## src/net_hdr_pkg.sv

```systemverilog
package net_hdr_pkg;

	// bit offsets inside beat 0 of the frame
	localparam int ETH_TYPE_POS = 96;
	localparam int IP_PROTO_POS = 184;

	// bit offsets inside beat 1 of the frame
	localparam int UDP_DST_PORT_POS = 32;
	localparam int USER_DATA_POS    = 80;

	// ethertype as it sits on the bus, bytes swapped
	localparam logic [15:0] IP_TYPE = 16'h0008;

	localparam logic [7:0] UDP_PROTO = 8'h11;

	// compared after swapping the port bytes back to host order
	localparam logic [15:0] UDP_PORT_TRIG = 16'd12345;

endpackage

```

## src/sample_pkg.sv

```systemverilog
package sample_pkg;

	// width of one user value taken from a frame
	localparam int SAMPLE_WIDTH = 32;

	// counter width, top bit is the sticky overflow where one is kept
	localparam int COUNT_WIDTH = 32;

	// one user value as carried through the FIFO
	typedef logic [SAMPLE_WIDTH-1:0] sample_t;

	typedef logic [COUNT_WIDTH-1:0] count_t;

endpackage

```

## src/sample_fifo.sv

```systemverilog
`timescale 1ns/1ns

module sample_fifo #(
	parameter int  FIFO_DEPTH_BITS = 3,
	parameter type entry_t         = logic [31:0]
) (
	input  logic   axis_aclk,
	input  logic   cf_rstn,
	input  logic   push_i,
	input  entry_t push_data_i,
	input  logic   pop_i,
	output entry_t head_o,
	output logic   empty_o
);

	localparam int DEPTH = 1 << FIFO_DEPTH_BITS;

	entry_t                     mem [DEPTH];
	logic [FIFO_DEPTH_BITS-1:0] wr_ptr;
	logic [FIFO_DEPTH_BITS-1:0] rd_ptr;
	logic [FIFO_DEPTH_BITS:0]   count;
	logic                       full;
	logic                       do_push;
	logic                       do_pop;

	assign full    = (count == (FIFO_DEPTH_BITS+1)'(DEPTH));
	assign empty_o = (count == '0);
	assign do_push = push_i && !full;
	assign do_pop  = pop_i && !empty_o;

	// fall-through, the oldest entry is always on the output
	assign head_o = mem[rd_ptr];

	always_ff @(posedge axis_aclk) begin
		if (do_push) begin
			mem[wr_ptr] <= push_data_i;
		end
	end

	always_ff @(posedge axis_aclk) begin
		if (!cf_rstn) begin
			wr_ptr <= '0;
			rd_ptr <= '0;
			count  <= '0;
		end else begin
			if (do_push) begin
				wr_ptr <= wr_ptr + 1'b1;
			end
			if (do_pop) begin
				rd_ptr <= rd_ptr + 1'b1;
			end
			case ({do_push, do_pop})
				2'b10:   count <= count + 1'b1;
				2'b01:   count <= count - 1'b1;
				default: count <= count;
			endcase
		end
	end

	// writer rate is bounded by frame length and the reader drains every cycle
	assert property (@(posedge axis_aclk) disable iff (!cf_rstn) push_i |-> !full);
	assert property (@(posedge axis_aclk) disable iff (!cf_rstn) pop_i |-> !empty_o);

endmodule

```

## src/sample_sink.sv

```systemverilog
`timescale 1ns/1ns

module sample_sink (
	input  logic                axis_aclk,
	input  logic                cf_rstn,
	input  logic                empty_i,
	input  sample_pkg::sample_t head_i,
	input  logic                clear_i,
	output logic                pop_o,
	output logic                result_valid_o,
	output sample_pkg::sample_t result_value_o,
	output sample_pkg::count_t  sample_count_o
);

	// drain one entry whenever there is one
	assign pop_o = !empty_i;

	always_ff @(posedge axis_aclk) begin
		if (!cf_rstn) begin
			result_valid_o <= 1'b0;
		end else begin
			// a sample popped during clear is dropped with the old results
			result_valid_o <= pop_o && !clear_i;
		end
	end

	always_ff @(posedge axis_aclk) begin
		if (!cf_rstn) begin
			result_value_o <= '0;
			sample_count_o <= '0;
		end else if (clear_i) begin
			result_value_o <= '0;
			sample_count_o <= '0;
		end else if (pop_o) begin
			result_value_o <= head_i;
			sample_count_o <= sample_count_o + 1'b1;
		end
	end

endmodule

```

## src/udp_sample_parser.sv

```systemverilog
`timescale 1ns/1ns

module udp_sample_parser #(
	parameter int DATA_WIDTH = 256
) (
	input  logic                  axis_aclk,
	input  logic                  cf_rstn,
	input  logic [DATA_WIDTH-1:0] s_axis_tdata_i,
	input  logic                  s_axis_tvalid_i,
	input  logic                  s_axis_tready_i,
	input  logic                  s_axis_tlast_i,
	input  logic                  clear_i,
	output logic                  push_o,
	output sample_pkg::sample_t   push_data_o,
	output sample_pkg::count_t    pkt_count_o
);

	import net_hdr_pkg::*;
	import sample_pkg::*;

	// beat index in the frame, stops at 2 once the header beats are past
	logic [1:0]  beat_cnt;
	logic        ip_hit;
	logic        udp_hit;
	logic        accept;
	logic        hdr_beat1;
	logic [15:0] eth_type;
	logic [7:0]  ip_proto;
	logic [15:0] dst_port;
	logic        port_hit;
	count_t      pkt_next;

	assign accept    = s_axis_tvalid_i && s_axis_tready_i;
	assign hdr_beat1 = accept && (beat_cnt == 2'd1);

	assign eth_type = s_axis_tdata_i[ETH_TYPE_POS +: 16];
	assign ip_proto = s_axis_tdata_i[IP_PROTO_POS +: 8];

	// port arrives in network byte order
	assign dst_port = {s_axis_tdata_i[UDP_DST_PORT_POS +: 8],
		s_axis_tdata_i[UDP_DST_PORT_POS+8 +: 8]};
	assign port_hit = (dst_port == UDP_PORT_TRIG);

	// header flags live from beat 0 until the tlast beat
	always_ff @(posedge axis_aclk) begin
		if (!cf_rstn) begin
			beat_cnt <= 2'd0;
			ip_hit   <= 1'b0;
			udp_hit  <= 1'b0;
		end else if (accept) begin
			if (s_axis_tlast_i) begin
				beat_cnt <= 2'd0;
				ip_hit   <= 1'b0;
				udp_hit  <= 1'b0;
			end else begin
				if (beat_cnt == 2'd0) begin
					ip_hit  <= (eth_type == IP_TYPE);
					udp_hit <= (ip_proto == UDP_PROTO);
				end
				if (beat_cnt != 2'd2) begin
					beat_cnt <= beat_cnt + 2'd1;
				end
			end
		end
	end

	always_ff @(posedge axis_aclk) begin
		if (!cf_rstn) begin
			push_o <= 1'b0;
		end else begin
			push_o <= hdr_beat1 && ip_hit && udp_hit && port_hit;
		end
	end

	// value only matters in the cycle push_o is high
	always_ff @(posedge axis_aclk) begin
		if (hdr_beat1) begin
			push_data_o <= s_axis_tdata_i[USER_DATA_POS +: SAMPLE_WIDTH];
		end
	end

	// low bits count frames, carry out sets the sticky top bit
	assign pkt_next = {1'b0, pkt_count_o[COUNT_WIDTH-2:0]} + 1'b1;

	always_ff @(posedge axis_aclk) begin
		if (!cf_rstn) begin
			pkt_count_o <= '0;
		end else if (clear_i) begin
			pkt_count_o <= '0;
		end else if (accept && s_axis_tlast_i) begin
			pkt_count_o <= {pkt_count_o[COUNT_WIDTH-1] | pkt_next[COUNT_WIDTH-1],
				pkt_next[COUNT_WIDTH-2:0]};
		end
	end

endmodule

```

## src/udp_sample_top.sv

```systemverilog
`timescale 1ns/1ns

module udp_sample_top #(
	parameter int DATA_WIDTH      = 256,
	parameter int USER_WIDTH      = 128,
	parameter int FIFO_DEPTH_BITS = 3
) (
	input  logic                    axis_aclk,
	input  logic                    cf_rstn,
	input  logic [DATA_WIDTH-1:0]   s_axis_tdata_i,
	input  logic [DATA_WIDTH/8-1:0] s_axis_tkeep_i,
	input  logic [USER_WIDTH-1:0]   s_axis_tuser_i,
	input  logic                    s_axis_tvalid_i,
	input  logic                    s_axis_tlast_i,
	input  logic                    m_axis_tready_i,
	input  logic                    clear_i,
	output logic                    s_axis_tready_o,
	output logic [DATA_WIDTH-1:0]   m_axis_tdata_o,
	output logic [DATA_WIDTH/8-1:0] m_axis_tkeep_o,
	output logic [USER_WIDTH-1:0]   m_axis_tuser_o,
	output logic                    m_axis_tvalid_o,
	output logic                    m_axis_tlast_o,
	output logic                    result_valid_o,
	output sample_pkg::sample_t     result_value_o,
	output sample_pkg::count_t      sample_count_o,
	output sample_pkg::count_t      pkt_count_o
);

	import sample_pkg::*;

	logic    push;
	sample_t push_data;
	logic    fifo_empty;
	sample_t fifo_head;
	logic    pop;

	// stream passes through untouched
	assign m_axis_tdata_o  = s_axis_tdata_i;
	assign m_axis_tkeep_o  = s_axis_tkeep_i;
	assign m_axis_tuser_o  = s_axis_tuser_i;
	assign m_axis_tvalid_o = s_axis_tvalid_i;
	assign m_axis_tlast_o  = s_axis_tlast_i;
	assign s_axis_tready_o = m_axis_tready_i;

	udp_sample_parser #(
		.DATA_WIDTH (DATA_WIDTH)
	) u_parser (
		.axis_aclk       (axis_aclk),
		.cf_rstn         (cf_rstn),
		.s_axis_tdata_i  (s_axis_tdata_i),
		.s_axis_tvalid_i (s_axis_tvalid_i),
		.s_axis_tready_i (m_axis_tready_i),
		.s_axis_tlast_i  (s_axis_tlast_i),
		.clear_i         (clear_i),
		.push_o          (push),
		.push_data_o     (push_data),
		.pkt_count_o     (pkt_count_o)
	);

	sample_fifo #(
		.FIFO_DEPTH_BITS (FIFO_DEPTH_BITS),
		.entry_t         (sample_t)
	) u_fifo (
		.axis_aclk   (axis_aclk),
		.cf_rstn     (cf_rstn),
		.push_i      (push),
		.push_data_i (push_data),
		.pop_i       (pop),
		.head_o      (fifo_head),
		.empty_o     (fifo_empty)
	);

	sample_sink u_sink (
		.axis_aclk      (axis_aclk),
		.cf_rstn        (cf_rstn),
		.empty_i        (fifo_empty),
		.head_i         (fifo_head),
		.clear_i        (clear_i),
		.pop_o          (pop),
		.result_valid_o (result_valid_o),
		.result_value_o (result_value_o),
		.sample_count_o (sample_count_o)
	);

endmodule
```

## config.mk

```make
export PLATFORM = sky130hd
export DESIGN_NAME = udp_sample_top
export DESIGN_NICKNAME = d
export VERILOG_FILES = /design/src/net_hdr_pkg.sv /design/src/sample_pkg.sv /design/src/sample_fifo.sv /design/src/sample_sink.sv /design/src/udp_sample_parser.sv /design/src/udp_sample_top.sv
export SDC_FILE = /design/constraint.sdc
export NUM_CORES = 1
export LEC_CHECK = 0
export BUFFER_PORTS_ARGS = -buffer_cell sky130_fd_sc_hd__buf_2
export CAP_MARGIN = 20
export CELL_PAD_IN_SITES_DETAIL_PLACEMENT = 1
export CELL_PAD_IN_SITES_GLOBAL_PLACEMENT = 2
export CORE_AREA = 4 4 366 368
export DETAILED_ROUTE_END_ITERATION = 7
export DIE_AREA = 0 0 370 372
export GPL_TIMING_DRIVEN = 0
export PLACE_DENSITY = 0.42
export SKIP_LAST_GASP = 1
export SLEW_MARGIN = 20
export SYNTH_ARGS = -nofsm -noshare
export SYNTH_HDL_FRONTEND = slang
export SYNTH_SLANG_ARGS = --single-unit
```

## constraint.sdc

```tcl
create_clock -name axis_aclk -period 9.8 [get_ports axis_aclk]
set_input_delay 1.96 -clock axis_aclk [delete_from_list [all_inputs] [get_ports axis_aclk]]
set_output_delay 1.96 -clock axis_aclk [all_outputs]
set_load 0.02 [all_outputs]
```

* After elaboration in Yosys (flattened, before gate mapping) *
Memory sizes are Yosys's and may differ from the RTL's. A register that Yosys moved wholly into a read port is not among the register bits.
Index checks and enable logic that the tools add are counted.

storage, ports and cells
  bits in registers = 112
  bits in writable memories = 256
  memories kept = 1

memory list
  name        words  bits a word  read ports  clocked after memory_dff  write ports  line               source
  u_fifo.mem  8      32           1           1                         1            sample_fifo.sv:18  entry_t mem [DEPTH];

operators by class
  add/sub/neg operators = 7
  equal/unequal tests = 8
  muxes and demuxes = 9
  bitwise operators = 2
  reductions and logical operators = 20

operators by type and width
  kind                   number
  $add 31x1->32 const B  1
  $add 32x1->32 const B  1
  $eq 16x14->1 const B   1
  $eq 16x4->1 const B    1
  $eq 8x5->1 const B     1
  $logic_and 1x1->1      8
  $pmux 4 s2             1
  $add 3x1->3 const B    2
  $mux 1                 6
  $reduce_bool 2->1      3
  $add 4x1->4 const B    1
  $eq 2x1->1 const B     2
  $eq 4x4->1 const B     1
  $logic_not 1->1        4
  $logic_not 4->1        1
  $mux 2                 2
  $reduce_and 2->1       2
  $sub 4x1->4 const B    1
  $add 2x1->2 const B    1
  $eq 2x2->1 const B     1
  $logic_not 2->1        1
  $ne 2x2->1 const B     1
  $reduce_or 2->1        1
  $not 1->1              1
  $or 1x1->1             1

* Logic depth before layout (Yosys ltp) *
Gate-level depths: netlist (run 1).

  depth after elaboration = 5
  mapped depth = 12
  mapped depth without buffers = 9

* Cells and area by module *
From an unflattened synthesis (run 1), not the netlist that was laid out.

second synthesis, totals
  cells, all modules = 1,410
  area, all modules = 18,968.2 µm²

by module, submodules not included
  module             instances  cells an instance  area each (µm²)  seq. area each (µm²)
  sample_fifo        1          445                10,282.4         7,947.6
  udp_sample_top     1          419                3,145.5          0.0
  udp_sample_parser  1          263                2,864.0          1,701.6
  sample_sink        1          283                2,676.3          1,301.2

* Worst setup path after synthesis (run 1) *
Ideal clock, no wire load.

  path kind = register to register
  start point = reg u_fifo.count[1]
  end point = mem u_fifo.mem[1][0] in the netlist's numbering, enable pin
  arrival = 4.190 ns
  data required time = 9.287 ns
  slack = 5.096 ns
  stages on the path, launching flop included = 5
  buffers on the path = 1
  period minus slack after synthesis = 4.704 ns
  path through = dfxtp_1 > buf_2 > or3_1 > o21ai_1 > nor4b_1

on the way
  longest elaborated chain between the ends = 5

ends and longest elaborated chain
  what                          line               source
  start, declared               sample_fifo.sv:21  logic [FIFO_DEPTH_BITS:0] count;
  start signal, assigned        sample_fifo.sv:53  2'b10: count <= count + 1'b1;
  start signal, assigned        sample_fifo.sv:54  2'b01: count <= count - 1'b1;
  start signal, assigned        sample_fifo.sv:55  default: count <= count;
  $eq 4x4->1                    sample_fifo.sv:26  assign full = (count == (FIFO_DEPTH_BITS+1)'(DEPTH));
  $logic_not 1->1               sample_fifo.sv:28  assign do_push = push_i && !full;
  $logic_and 1x1->1             sample_fifo.sv:28
  $mux 1                        sample_fifo.sv:35  if (do_push) begin
  $mux 1 (implied by the code)  sample_fifo.sv:36  mem[wr_ptr] <= push_data_i;
  end, declared                 sample_fifo.sv:18

Every way passes these cells.

* Final worst setup path (run 1) *
  start point = in s_axis_tdata_i[99]
  end point = out m_axis_tdata_o[99]

RTL lines
  what             line                  source
  start, declared  udp_sample_top.sv:10  input logic [DATA_WIDTH-1:0] s_axis_tdata_i,
  end, declared    udp_sample_top.sv:18  output logic [DATA_WIDTH-1:0] m_axis_tdata_o,

No word-level cell between the ends.

==> results of run 1 <==
-- layout make-up --
cell class | count | area, µm² | area share (%)
tap | 1755 | 2200 | 8.46
clock inverter | 22 | 260 | 1.00
inverter | 17 | 63.8 | 0.246
antenna | 9 | 22.5 | 0.0868
sequential | 400 | 10900 | 42.0
buffer | 476 | 3410 | 13.1
multi-input combinational | 509 | 4380 | 16.9
clock buffer | 69 | 1400 | 5.40
timing repair buffer | 629 | 3340 | 12.9
-- logic make-up (layout without fill, tap and decap cells) --
kind of cell | count (synthesis) | after routing | synth area share, %
xor+xnor | 28 | 28 | 1.31
simple gates | 210 | 210 | 6.59
mux | 102 | 102 | 9.76
flops | 400 | 400 | 58.3
fa+ha+maj | 10 | 10 | 0.670
other cells | 0 | 9 | 0
buf+inv | 493 | 1213 | 18.5
compound gates | 159 | 159 | 4.78
-- flip-flops by register name (all words and copies together) (netlist names) --
signal,flops
u_fifo.mem,256
u_parser.pkt_count_o,32
u_parser.push_data_o,32
u_sink.result_value_o,32
u_sink.sample_count_o,32
u_fifo.count,4
u_fifo.rd_ptr,3
u_fifo.wr_ptr,3
u_parser.beat_cnt,2
u_parser.ip_hit,1
u_parser.push_o,1
u_parser.udp_hit,1
u_sink.result_valid_o,1
-- per-layer routing --
layer	routed length (µm)	vias to the layer above
li1	-	6116
met1	51300	7162
met2	54900	678
met3	11800	133
met4	1680	8
met5	47	-
-- cell usage in the layout, fill, tap and decap left out, types with 12 or more instances in the layout --
cell,n
buf_2,602
buf_4,449
edfxtp_1,288
dfxtp_1,112
a21oi_1,75
mux4_2,64
clkbuf_16,49
o21ai_0,46
clkbuf_1,44
mux2i_1,38
nor2_1,35
or4_1,29
nand2_1,26
o31ai_1,25
nand4_1,24
nand3_1,21
inv_1,17
xnor2_1,14
xor2_1,14
or3_1,13
nor4_1,12
-- cells in the mapped netlist (all sizes together) --
cell type	instances
buf	436
edfxtp	288
dfxtp	112
a21oi	75
mux4	64
o21ai	47
clkbuf	40
mux2i	38
nor2	36
or4	30
nand2	26
nand4	25
o31ai	25
nand3	22
inv	17
nor4	14
or3	14
xnor2	14
xor2	14
and4	10
ha	10
nor3	10
nor4b	5
and2	4
and3	3
o211ai	3
a21o	2
nor2b	2
nor3b	2
nor4bb	2
o21a	2
o41ai	2
or2	2
a22oi	1
nand2b	1
nand3b	1
nand4b	1
o311ai	1
o31a	1
-- worst reg2reg max path, stage by stage, from the launching register on --
cell	delay [ns]
dfxtp_1	0.29
buf_2	0.17
nor4_2	0.74
inv_1	0.21
clkbuf_1	0.34
clkbuf_1	0.49
ha_1	0.47
xor2_1	0.16
ha_1	0.18
a21oi_1	0.14
xor2_1	0.10
or3_1	0.31
a21oi_1	0.14
-- path summary, 6_finish.rpt --
path                                    startpoint  slack (ns)            endpoint
worst max register to register     u_fifo.count[1]        5.99     u_fifo.count[2]
worst min-delay path              u_parser.udp_hit        0.46    u_parser.udp_hit
worst max-delay path            s_axis_tdata_i[99]        5.31  m_axis_tdata_o[99]
worst min register to register    u_parser.udp_hit        0.46    u_parser.udp_hit
-- stage by stage --
step	instance area [µm²]	setup WS (ns)	hold slack, ns	power [µW]	utilization (%)
after floorplan	18700	5.10	0.427	2730	-
after global placement	23700	-0.260	0.446	3270	18.2
after detailed placement	24300	5.09	0.452	3280	18.6
after CTS	25900	5.31	0.462	5190	19.8
after global routing	25900	5.30	0.473	5330	19.8
final	26000	5.31	0.460	5070	19.8
-- power by group through the flow --
stage	logic, µW	clock network (µW)	registers [µW]
after global placement	1340	0	1930
after global routing	1410	2010	1910
after floorplan	769	0	1960
after detailed placement	1350	0	1930
after CTS	1350	1940	1900
final	1300	1870	1900
==> results.md, run 1 <==
- Status: complete, no violations
- Lkg Pwr: around 0.01 µW
- Largest net degree at the start of global routing: 33
- Max rail drop VDD: between 0.1 and 0.15 mV
- Filler instances: 14900
- Stages on the worst setup path: 3
- Via count: 14100
- Port Buf Inserts: around 580
- CP Launch Type: input port
- Ys Warns: 0
- Antenna viol nets, final: 0
- Power per standard cell area: about 200 nW/µm²
- M2 GR Usage: 26.6%
- Clock slew at reported path FFs: roughly 0.060 ns
- Final net count: approximately 2500
- Layout cells sized above 1: 57.9%
- Switch Pwr: approximately 1600 µW
- Seq/Total Area, Yosys: between 50 and 60%
- Drt initial violations: around 820
- Fin. Hold Viols: 0
- Slew Limit Fails: 0
- Worst min-delay path class: reg2reg
- Met3 GRT Util: slightly above 6%
- Most frequent CP cell: buf_2
- Power Internal: 3460 µW
- Die height: between 300 and 400 µm
- Synth cell types: 50
- Slowest cell on the critical path: buf_2
- Hold Path Depth: 2
- Gp weighted congestion: 0.980
- Max capacitance violation total: 0
- Layout overhead on the synthesized area: 39.0%
- Vias in the first global route: between 10000 and 15000
- DRC viols: 0
- Final Cycle Share: roughly 46%
- Root buffer cell: clkbuf_16
- Initial antenna violation count: 75
- Cell family with most CP delay: buffers and inverters
- Latest clock arrival within the worst-skew pair: ~0.62 ns
- Row count: about 130
- Syn Inst Count: ~1400
- Final setup skew: about 0.023 ns
- R2R depth: 12
- Met1 Track Usage GR: approximately 22%
- Vias per Instance: around 3.6
- Worst-Margin Slew: between 1 and 1.5 ns
- Total Die Area: around 140000 µm²
- Max Clk Rate: 223 MHz
- Logic pwr share: 25.7%
- H-tree depth: 2
- WL final: between 100 and 150 mm
- Drt first pass iters: 5
- Cell breakdown of the critical path: buf_2 -> buf_4 -> buf_2
- Post-route setup TNS: 0 ns
- Max incr delay on CP: 0.26 ns
- Mapped Area: 18700 µm²
- Post-DP HPWL: approximately 100 mm
- Rel. slew slack: about a third
- Syn nets: approximately 1800
- Setup Fix Bufs, Post-CTS: 0
- Cts repair resizes: 0
- CP Max Fanout: 3
- Avg Cell Area, Syn: roughly 13 µm²
- Core area: 131000 µm²
- Buffers and inverters on the worst path: 3
- Number of synthesized register bits: 400
- Starting Density: between 10% and 20%
- Final setup violation count: 0
- Overflow after GRT: 0
- Num Clock Sinks: 400
- Clock buffer depth: 3
- Post-layout min period: roughly 4.5 ns
- Share of the synthesized area in the top cell type: between 40% and 50%
- Final cell count without fillers: between 3000 and 4000
- Net Sw Frac: about a third
- Clock power frac: between 30% and 40%
- Post-CTS Hold Buffers: 0
- Req. time, crit path: between 7 and 8 ns
- Critical path class: in2out
- Die X: between 300 and 400 µm
- RSZ-0062 raised after global routing: no
- Seq pwr share: a little under two fifths
- Synth top area cells: edfxtp_1 46%, buf_4 17%, dfxtp_1 12%, mux4_2 7.7%, mux2i_1 2.0%
- Most Crowded Layer GR: met2
- Synth area leader: edfxtp_1
- Dpl cells: around 3800
- CTS tree: built
- Global-route wire length before repair: between 100 and 150 mm
- CP endpoint kind: output port
- I/O pin total: 938
- Arrival time worst endpoint: around 2.5 ns
- Num CTS Buffers: 49
- Routed wire length per instance: 30.8 µm
- GRT Overall Usage: roughly 17%
(Power assumes the default switching activity.)
==> run 2: changes to the inputs <==
- PLACE_DENSITY: 0.42 -> 0.44
- clock period: 9.8 -> 3.9 ns (I/O delays scaled with it)
==> run 2 against run 1 <==
  * Sequential power increased to 2.5 times the previous value
  * Critical path type is now reg2reg
  * Via count about the same
  * Highest routed layer unchanged
  * Largest power group is now clock
  * Die area is the same
  * Global-route usage rose by 0.16 points
  * Clock power rose to 2.7 times the previous value
  * Combinational power increased to 2.5 times the previous value
  * Design area about the same
==> results.md, run 2 (same netlist as run 1, synthesis figures left out) <==
- Post-DP HPWL: 106 mm (+1.4%)
- WL met2: 54.8 mm (-0.11%)
- DRC viols: 0 (unchanged)
- Register area: 10900 µm² (unchanged)
- Vias per Instance: 3.63 (+0.15%)
- Gp weighted congestion: 0.970 (-0.99%)
- Dpl ws: 0.136 ns (-4.96 ns)
- Initial antenna violation count: 85 (+13%)
- Status: complete, no violations
- Core area: 131000 µm² (unchanged)
- WL final: 121 mm (+1.2%)
- Overflow after GRT: 0 (unchanged)
- CP Max Fanout: 11 (+8)
- Rel. slew slack: 32.2% (-0.37 points)
- I/O pin total: 938 (unchanged)
- Num Clock Sinks: 400 (unchanged)
- Hold Path End: u_parser.push_data_o[2]
- RSZ-0062 raised after global routing: no
- Metal3 WL: 12.5 mm (+5.9%)
- GRT Overall Usage: 16.7% (+0.16 points)
- Setup Fix Bufs, Post-CTS: 0 (unchanged)
- Die height: 372 µm (unchanged)
- Setup slack, reg-to-reg: 0.41 ns (-5.58 ns)
- Power per standard cell area: 502 nW/µm² (+160%)
- Worst-Margin Slew: 1.02 ns (+0.00562 ns)
- Final Cycle Share: between 80% and 90%
- Final Core Density: 19.9% (about the same)
- Root buffer cell: clkbuf_16
- Drt initial violations: 686 (-17%)
- Max rail drop VDD: 0.290 mV (+190%)
- Post-layout min period: 3.49 ns
- Filler instances: 15000 (+0.26%)
- Most flop-heavy register: u_fifo.mem
- Final setup skew: 0.0289 ns (+0.00632 ns)
- Die X: 370 µm (unchanged)
- Slew Limit Fails: 0 (unchanged)
- Post-CTS Hold Buffers: 0 (unchanged)
- Dpl cells: 3782 (-0.11%)
- Layout overhead on the synthesized area: 39.2% (about the same)
- Post-route setup TNS: 0 ns (unchanged)
- Latest clock arrival within the worst-skew pair: 0.65 ns (+0.03 ns)
- Clock buffer depth: 3 (unchanged)
- Max FFs per register: 256 (unchanged)
- Row count: 133 (unchanged)
- H-tree depth: 2 (unchanged)
- Arrival time worst endpoint: 4.06 ns (+1.53 ns)
- Critical path class: reg2reg
- Max layer used: met5
- R2R depth: 11 (-1)
- Vias in the first global route: 14600 (-0.46%)
- Max capacitance violation total: 0 (unchanged)
- Total Die Area: 138000 µm² (unchanged)
- Via count: 14100 (+0.021%)
- Cts repair resizes: 0 (unchanged)
- Multi-input logic area: 4380 µm² (+0.20%)
- Reg-to-Reg Start: u_fifo.count[0]
- Lkg Pwr: 0.0102 µW (about the same)
- Hold Path Depth: 1 (-1)
- Global-route wire length before repair: 151 mm (+0.56%)
- Antenna viol nets, final: 0 (unchanged)
- Setup ws final: 0.412 ns (-4.90 ns)
- Max Clk Rate: 287 MHz
- Pwr Total: 13000 µW (+160%)
- Critical R2R Capture: u_fifo.count[2]
- CP endpoint kind: flip-flop
- Met1 WL: 52.2 mm (+1.7%)
- Most common cell after layout, fill and taps aside: buf_2
- Final net count: 2512 (-0.080%)
- Num CTS Buffers: 51 (+4.1%)
- Layout cells sized above 1: 57.8% (about the same)
- Final setup violation count: 0 (unchanged)
- Fin. Hold Viols: 0 (unchanged)
- Req. time, crit path: 4.47 ns (-3.37 ns)
- Worst min-delay path class: in2reg
- CTS tree: built
- Hold_sp: s_axis_tdata_i[82]
- Starting Density: 14.3% (unchanged)
- Port Buf Inserts: 576 (unchanged)
- Drt first pass iters: 5 (unchanged)
- Routed wire length per instance: 31.2 µm (+1.3%)
- Largest net degree at the start of global routing: 33 (unchanged)
- CP Launch Type: flip-flop
- Final cell count without fillers: 3881 (-0.13%)
- Clock slew at reported path FFs: 0.06 ns (about the same)
- Most frequent cells in the layout: 603 x buf_2, 446 x buf_4, 288 x edfxtp_1, 112 x dfxtp_1, 75 x a21oi_1
[run 2: cell count changes in the layout (fill, tap and decap cells not counted), sizes merged]
cell / delta
buf: -4
diode: -5
clkinv: +6
clkbuf: -7
bufinv: +2
clkinvlp: +2
inv: +1
[run 2: worst max path at each step]
stage                          startpoint               end  cells after the start
after floorplan           u_fifo.count[1]  u_fifo.mem[1][0]                      4
after global placement    u_fifo.count[1]  u_fifo.mem[4][4]                      4
after detailed placement  u_fifo.count[1]   u_fifo.count[2]                     12
after CTS                 u_fifo.count[1]   u_fifo.count[2]                     12
after global routing      u_fifo.count[0]   u_fifo.count[2]                     11
final                     u_fifo.count[0]   u_fifo.count[2]                     11
[run 2: worst max-delay path, stage by stage (launching register included)]
cell and delay (ns):
dfxtp_1 0.40, nor4_4 0.53, inv_1 0.23, clkbuf_1 0.33, clkbuf_1 0.44, ha_1 0.42
xor2_1 0.17, ha_1 0.19, a21oi_1 0.14, xor2_1 0.09, or3_1 0.31, a21oi_1 0.15
[run 2: report_power, final]
group	internal, µW	leakage, µW	switching (µW)
Clock	2920	0.000848	2040
Combinational	1280	0.00583	2040
Sequential	4650	0.00350	126
[run 2: cell type report]
| class | count | area share, % |
|---|---|---|
| inverter | 17 | 0.246 |
| sequential | 400 | 41.9 |
| buffer | 476 | 13.1 |
| antenna | 4 | 0.0385 |
| multi-input combinational | 509 | 16.9 |
| clock buffer | 62 | 5.26 |
| timing repair buffer | 625 | 12.6 |
| clock inverter | 33 | 1.49 |
| tap | 1755 | 8.45 |
[run 2: stage by stage]
step	hold WS, ns	cell area, µm²
detailed placement	0.452	24200
floorplan	0.427	18700
CTS	0.260	26000
global route	0.294	26000
finish	0.318	26000
global placement	0.448	23700
[run 2: metal layers]
layer  global-route usage (%)  up-vias
met3                     7.08      140
li1                         -     6113
met4                     2.12        6
met1                     21.6     7165
met2                     26.5      676
met5                        0        -
==> run 3: changes to the inputs <==
- CORE_AREA: 4 4 366 368 -> 4 4 358 360
- DIE_AREA: 0 0 370 372 -> 0 0 362 364
- PLACE_DENSITY: 0.44 -> 0.46
- SLEW_MARGIN: 20 -> 0
- SYNTH_HIERARCHICAL: not set -> 1
==> run 3 against run 2 <==
  * Core utilization rose by 0.96 points
  * Critical path depth up 2
  * Die area fell by 4.3%
  * Global-route usage decreased by 2.9 points
  * Clock power down 9.7%
  * Critical path type unchanged
  * Non-clock buffer count down 26
==> results.md, run 3 <==
- Status: complete, no violations
- Share of the synthesized area in the top cell type: 45.6% (-0.73 points)
- Critical R2R Capture: u_fifo/count[2]
- Post-synth ARST share: 0% (unchanged)
- Root buffer cell: clkbuf_16
- Worst min-delay path class: in2reg
- Latest clock arrival within the worst-skew pair: 0.62 ns (-0.03 ns)
- Post-layout min period: 3.43 ns (-0.0581 ns)
- Seq/Total Area, Yosys: 57.7% (-0.60 points)
- Worst-Margin Slew: 0.950 ns (-0.0666 ns)
- Mapped Area: 19000 µm² (+1.6%)
- Max incr delay on CP: 0.48 ns (-0.05 ns)
- Num CTS Buffers: 49 (-3.9%)
- Drt initial violations: 823 (+20%)
- Most frequent cell after synthesis: buf_4
- Hold_sp: s_axis_tdata_i[83]
- Final net count: 2496 (-0.64%)
- Clock power frac: 44.3% (+6.3 points)
- Filler instances: 14200 (-5.3%)
- Clock slew at reported path FFs: 0.06 ns (about the same)
- Number of synthesized register bits: 403 (+0.75%)
- RSZ-0062 raised after global routing: no
- Avg Cell Area, Syn: 13.5 µm² (+1.0%)
- Largest net degree at the start of global routing: 23 (-30%)
- Most frequent CP cell: buf_2
- Port Buf Inserts: 576 (unchanged)
- Most frequent cells in the layout: 592 x buf_2, 423 x buf_4, 288 x edfxtp_1, 115 x dfxtp_1, 64 x mux4_2
- Critical path class: reg2reg
- Hold Path End: u_parser/push_data_o[3]
- Synth top area cells: edfxtp_1 46%, buf_4 17%, dfxtp_1 12%, mux4_2 7.6%, mux2i_1 2.1%
- Routed wire length per instance: 25.5 µm (-18%)
- Power Internal: 7560 µW (-15%)
- CP Max Fanout: 10 (-1)
- Num Clock Sinks: 403 (+0.75%)
- CP endpoint kind: flip-flop
- Cell breakdown of the critical path: buf_2 -> nor4_2 -> buf_2 -> buf_2 -> inv_1 -> o41a_1 -> ha_1 -> xor2_1 -> ha_1 -> a21oi_1 -> xor2_1 -> or3_1 -> a21boi_0
- Design area: 26100 µm² (+0.26%)
- Logic pwr share: 10.8% (-15 points)
- Syn nets: 1842 (+0.44%)
- Max capacitance violation total: 0 (unchanged)
- Overflow after GRT: 0 (unchanged)
- Synth Flop Type: edfxtp_1
- Setup slack, reg-to-reg: 0.47 ns (+0.06 ns)
- Slowest cell on the critical path: buf_2
- CP Launch Type: flip-flop
- Post-DP HPWL: 80.0 mm (-24%)
- Power per standard cell area: 389 nW/µm² (-23%)
- Drt first pass iters: 5 (unchanged)
- Hold Path Depth: 1 (unchanged)
- I/O pin total: 938 (unchanged)
- Layout cells sized above 1: 58.5% (+0.70 points)
- Final setup skew: 0.0331 ns (+0.00417 ns)
- Core area: 125000 µm² (-4.4%)
- Syn Inst Count: 1410 (+0.57%)
- CTS tree: built
- Starting Density: 15.2% (+0.89 points)
- Slew Limit Fails: 0 (unchanged)
- Most flop-heavy register: u_fifo/mem
- Number of synthesized flops with an enable pin: 288 (unchanged)
- Synth cell types: 59 (+18%)
- Req. time, crit path: 4.44 ns (-0.03 ns)
- Max Clk Rate: 292 MHz (+1.7%)
- Post-DP Area: 24300 µm² (+0.55%)
- Final Cycle Share: 87.9% (-1.5 points)
- Vias per Instance: 3.65 (+0.42%)
- Switch Pwr: 2570 µW (-39%)
- Most common cell after layout, fill and taps aside: buf_2
- Pwr Total: 10100 µW (-22%)
- Layout overhead on the synthesized area: 37.3%
- Die X: 362 µm (-2.2%)
- Register area: 11000 µm² (+0.55%)
- Multi-input logic area: 4630 µm² (+5.6%)
- Synth area leader: edfxtp_1
- Total Die Area: 132000 µm² (-4.3%)
- Antenna viol nets, final: 0 (unchanged)
- R2R depth: 13 (+2)
- Via count: 13800 (-1.8%)
- Arrival time worst endpoint: 3.96 ns (-0.10 ns)
- Rel. slew slack: 36.3% (+4.1 points)
- Max rail drop VDD: 0.306 mV (+5.6%)
- Lkg Pwr: 0.0104 µW (+2.3%)
- Initial antenna violation count: 45 (-47%)
- Die height: 364 µm (-2.2%)
- Net Sw Frac: 25.4% (-6.9 points)
- Row count: 130 (-2.3%)
- Seq pwr share: 45.0% (+8.4 points)
- Ys Warns: 6 (+6)
- Max FFs per register: 256 (unchanged)
- H-tree depth: 2 (unchanged)
- Vias in the first global route: 14700 (+0.25%)
- GRT Overall Usage: 13.8% (-2.9 points)
- Reg-to-Reg Start: u_fifo/count[0]
- Gp weighted congestion: 1.28 (+31%)
- Fin. Hold Viols: 0 (unchanged)
- Post-CTS Hold Buffers: 0 (unchanged)
- DRC viols: 0 (unchanged)
- Setup Fix Bufs, Post-CTS: 0 (unchanged)
- Final setup violation count: 0 (unchanged)
- WL final: 96.6 mm (-20%)
- Clock buffer depth: 3 (unchanged)
- Global-route wire length before repair: 126 mm (-16%)
- Commonest cells in the netlist: 422 x buf_4, 288 x edfxtp_1, 115 x dfxtp_1
## run 3: cell type report
| class | count | share of cell area (%) |
|---|---|---|
| repair buffers | 603 | 12.5 |
| clock buffers | 60 | 5.06 |
| well taps | 1650 | 7.92 |
| inverters | 17 | 0.245 |
| clock inverters | 32 | 1.10 |
| diodes | 39 | 0.375 |
| flip-flops and latches | 403 | 42.0 |
| multi-input cells | 518 | 17.8 |
| plain buffers | 472 | 13.0 |
## run 3: cells by family (layout without fill, tap and decap cells)
group,after synthesis,in the layout,synth area share (%)
other,0,39,0
XOR/XNOR,23,23,1.06
buffers and inverters,489,1184,18.2
flip-flops,403,403,57.7
AO/OA/AOI/OAI,97,97,3.27
adder cells (fa/ha/maj),10,10,0.660
multiplexers,137,137,11.7
AND/OR/NAND/NOR,251,251,7.41
## run 3: worst max path at each step
| stage | startpoint | end | cells after the start |
|---|---|---|---|
| floorplan | u_fifo/count[0] | u_fifo/mem[4][0] | 4 |
| global placement | u_fifo/count[0] | u_fifo/mem[4][5] | 4 |
| detailed placement | u_fifo/count[0] | u_fifo/count[2] | 13 |
| CTS | u_fifo/count[0] | u_fifo/count[2] | 13 |
| global route | u_fifo/count[0] | u_fifo/count[2] | 13 |
| finish | u_fifo/count[0] | u_fifo/count[2] | 13 |
## run 3: power by group through the flow
| stage | clock [µW] | sequential [µW] | combinational, µW |
|---|---|---|---|
| 3_3_place_gp | 0 | 4640 | 1090 |
| 3_5_place_dp | 0 | 4650 | 1090 |
| 6_report | 4480 | 4550 | 1090 |
| 2_1_floorplan | 0 | 4640 | 658 |
| 5_1_grt | 4860 | 4550 | 1140 |
| 4_1_cts | 4680 | 4550 | 1090 |
## run 3: routing by layer
metal | track usage [%] | part of all wire, %
met1 | 17.9 | 44
met2 | 19.4 | 41
met4 | 3.09 | 2.1
met5 | 4.94 | 0.21
met3 | 7.89 | 13
## run 3: repair_timing
item	4_1_cts	5_1_grt
pin swaps	0	0
endpoints found under the setup margin	1	1
gates cloned	0	0
gates resized for setup	1	1
## run 3: critical path: cells and delay by family, from the launching register on
family,cells,cell delay (ns)
AO/OA/AOI/OAI,3,0.51
buffers and inverters,4,1.13
AND/OR/NAND/NOR,2,0.64
XOR/XNOR,2,0.26
adder cells (fa/ha/maj),2,0.50
flip-flops,1,0.31
## run 3: per-stage QoR
step | instances | setup slack, ns | util [%] | hold slack, ns | TNS [ns]
2_1_floorplan | 1410 | 0.269 | - | 0.422 | 0
3_3_place_gp | 3636 | -3.00 | 19.1 | 0.466 | -497.16
3_5_place_dp | 3663 | -0.0132 | 19.5 | 0.466 | -0.0132
4_1_cts | 3755 | 0.239 | 20.7 | 0.298 | 0
5_1_grt | 3784 | 0.191 | 20.8 | 0.308 | 0
6_report | 3794 | 0.471 | 20.8 | 0.358 | 0
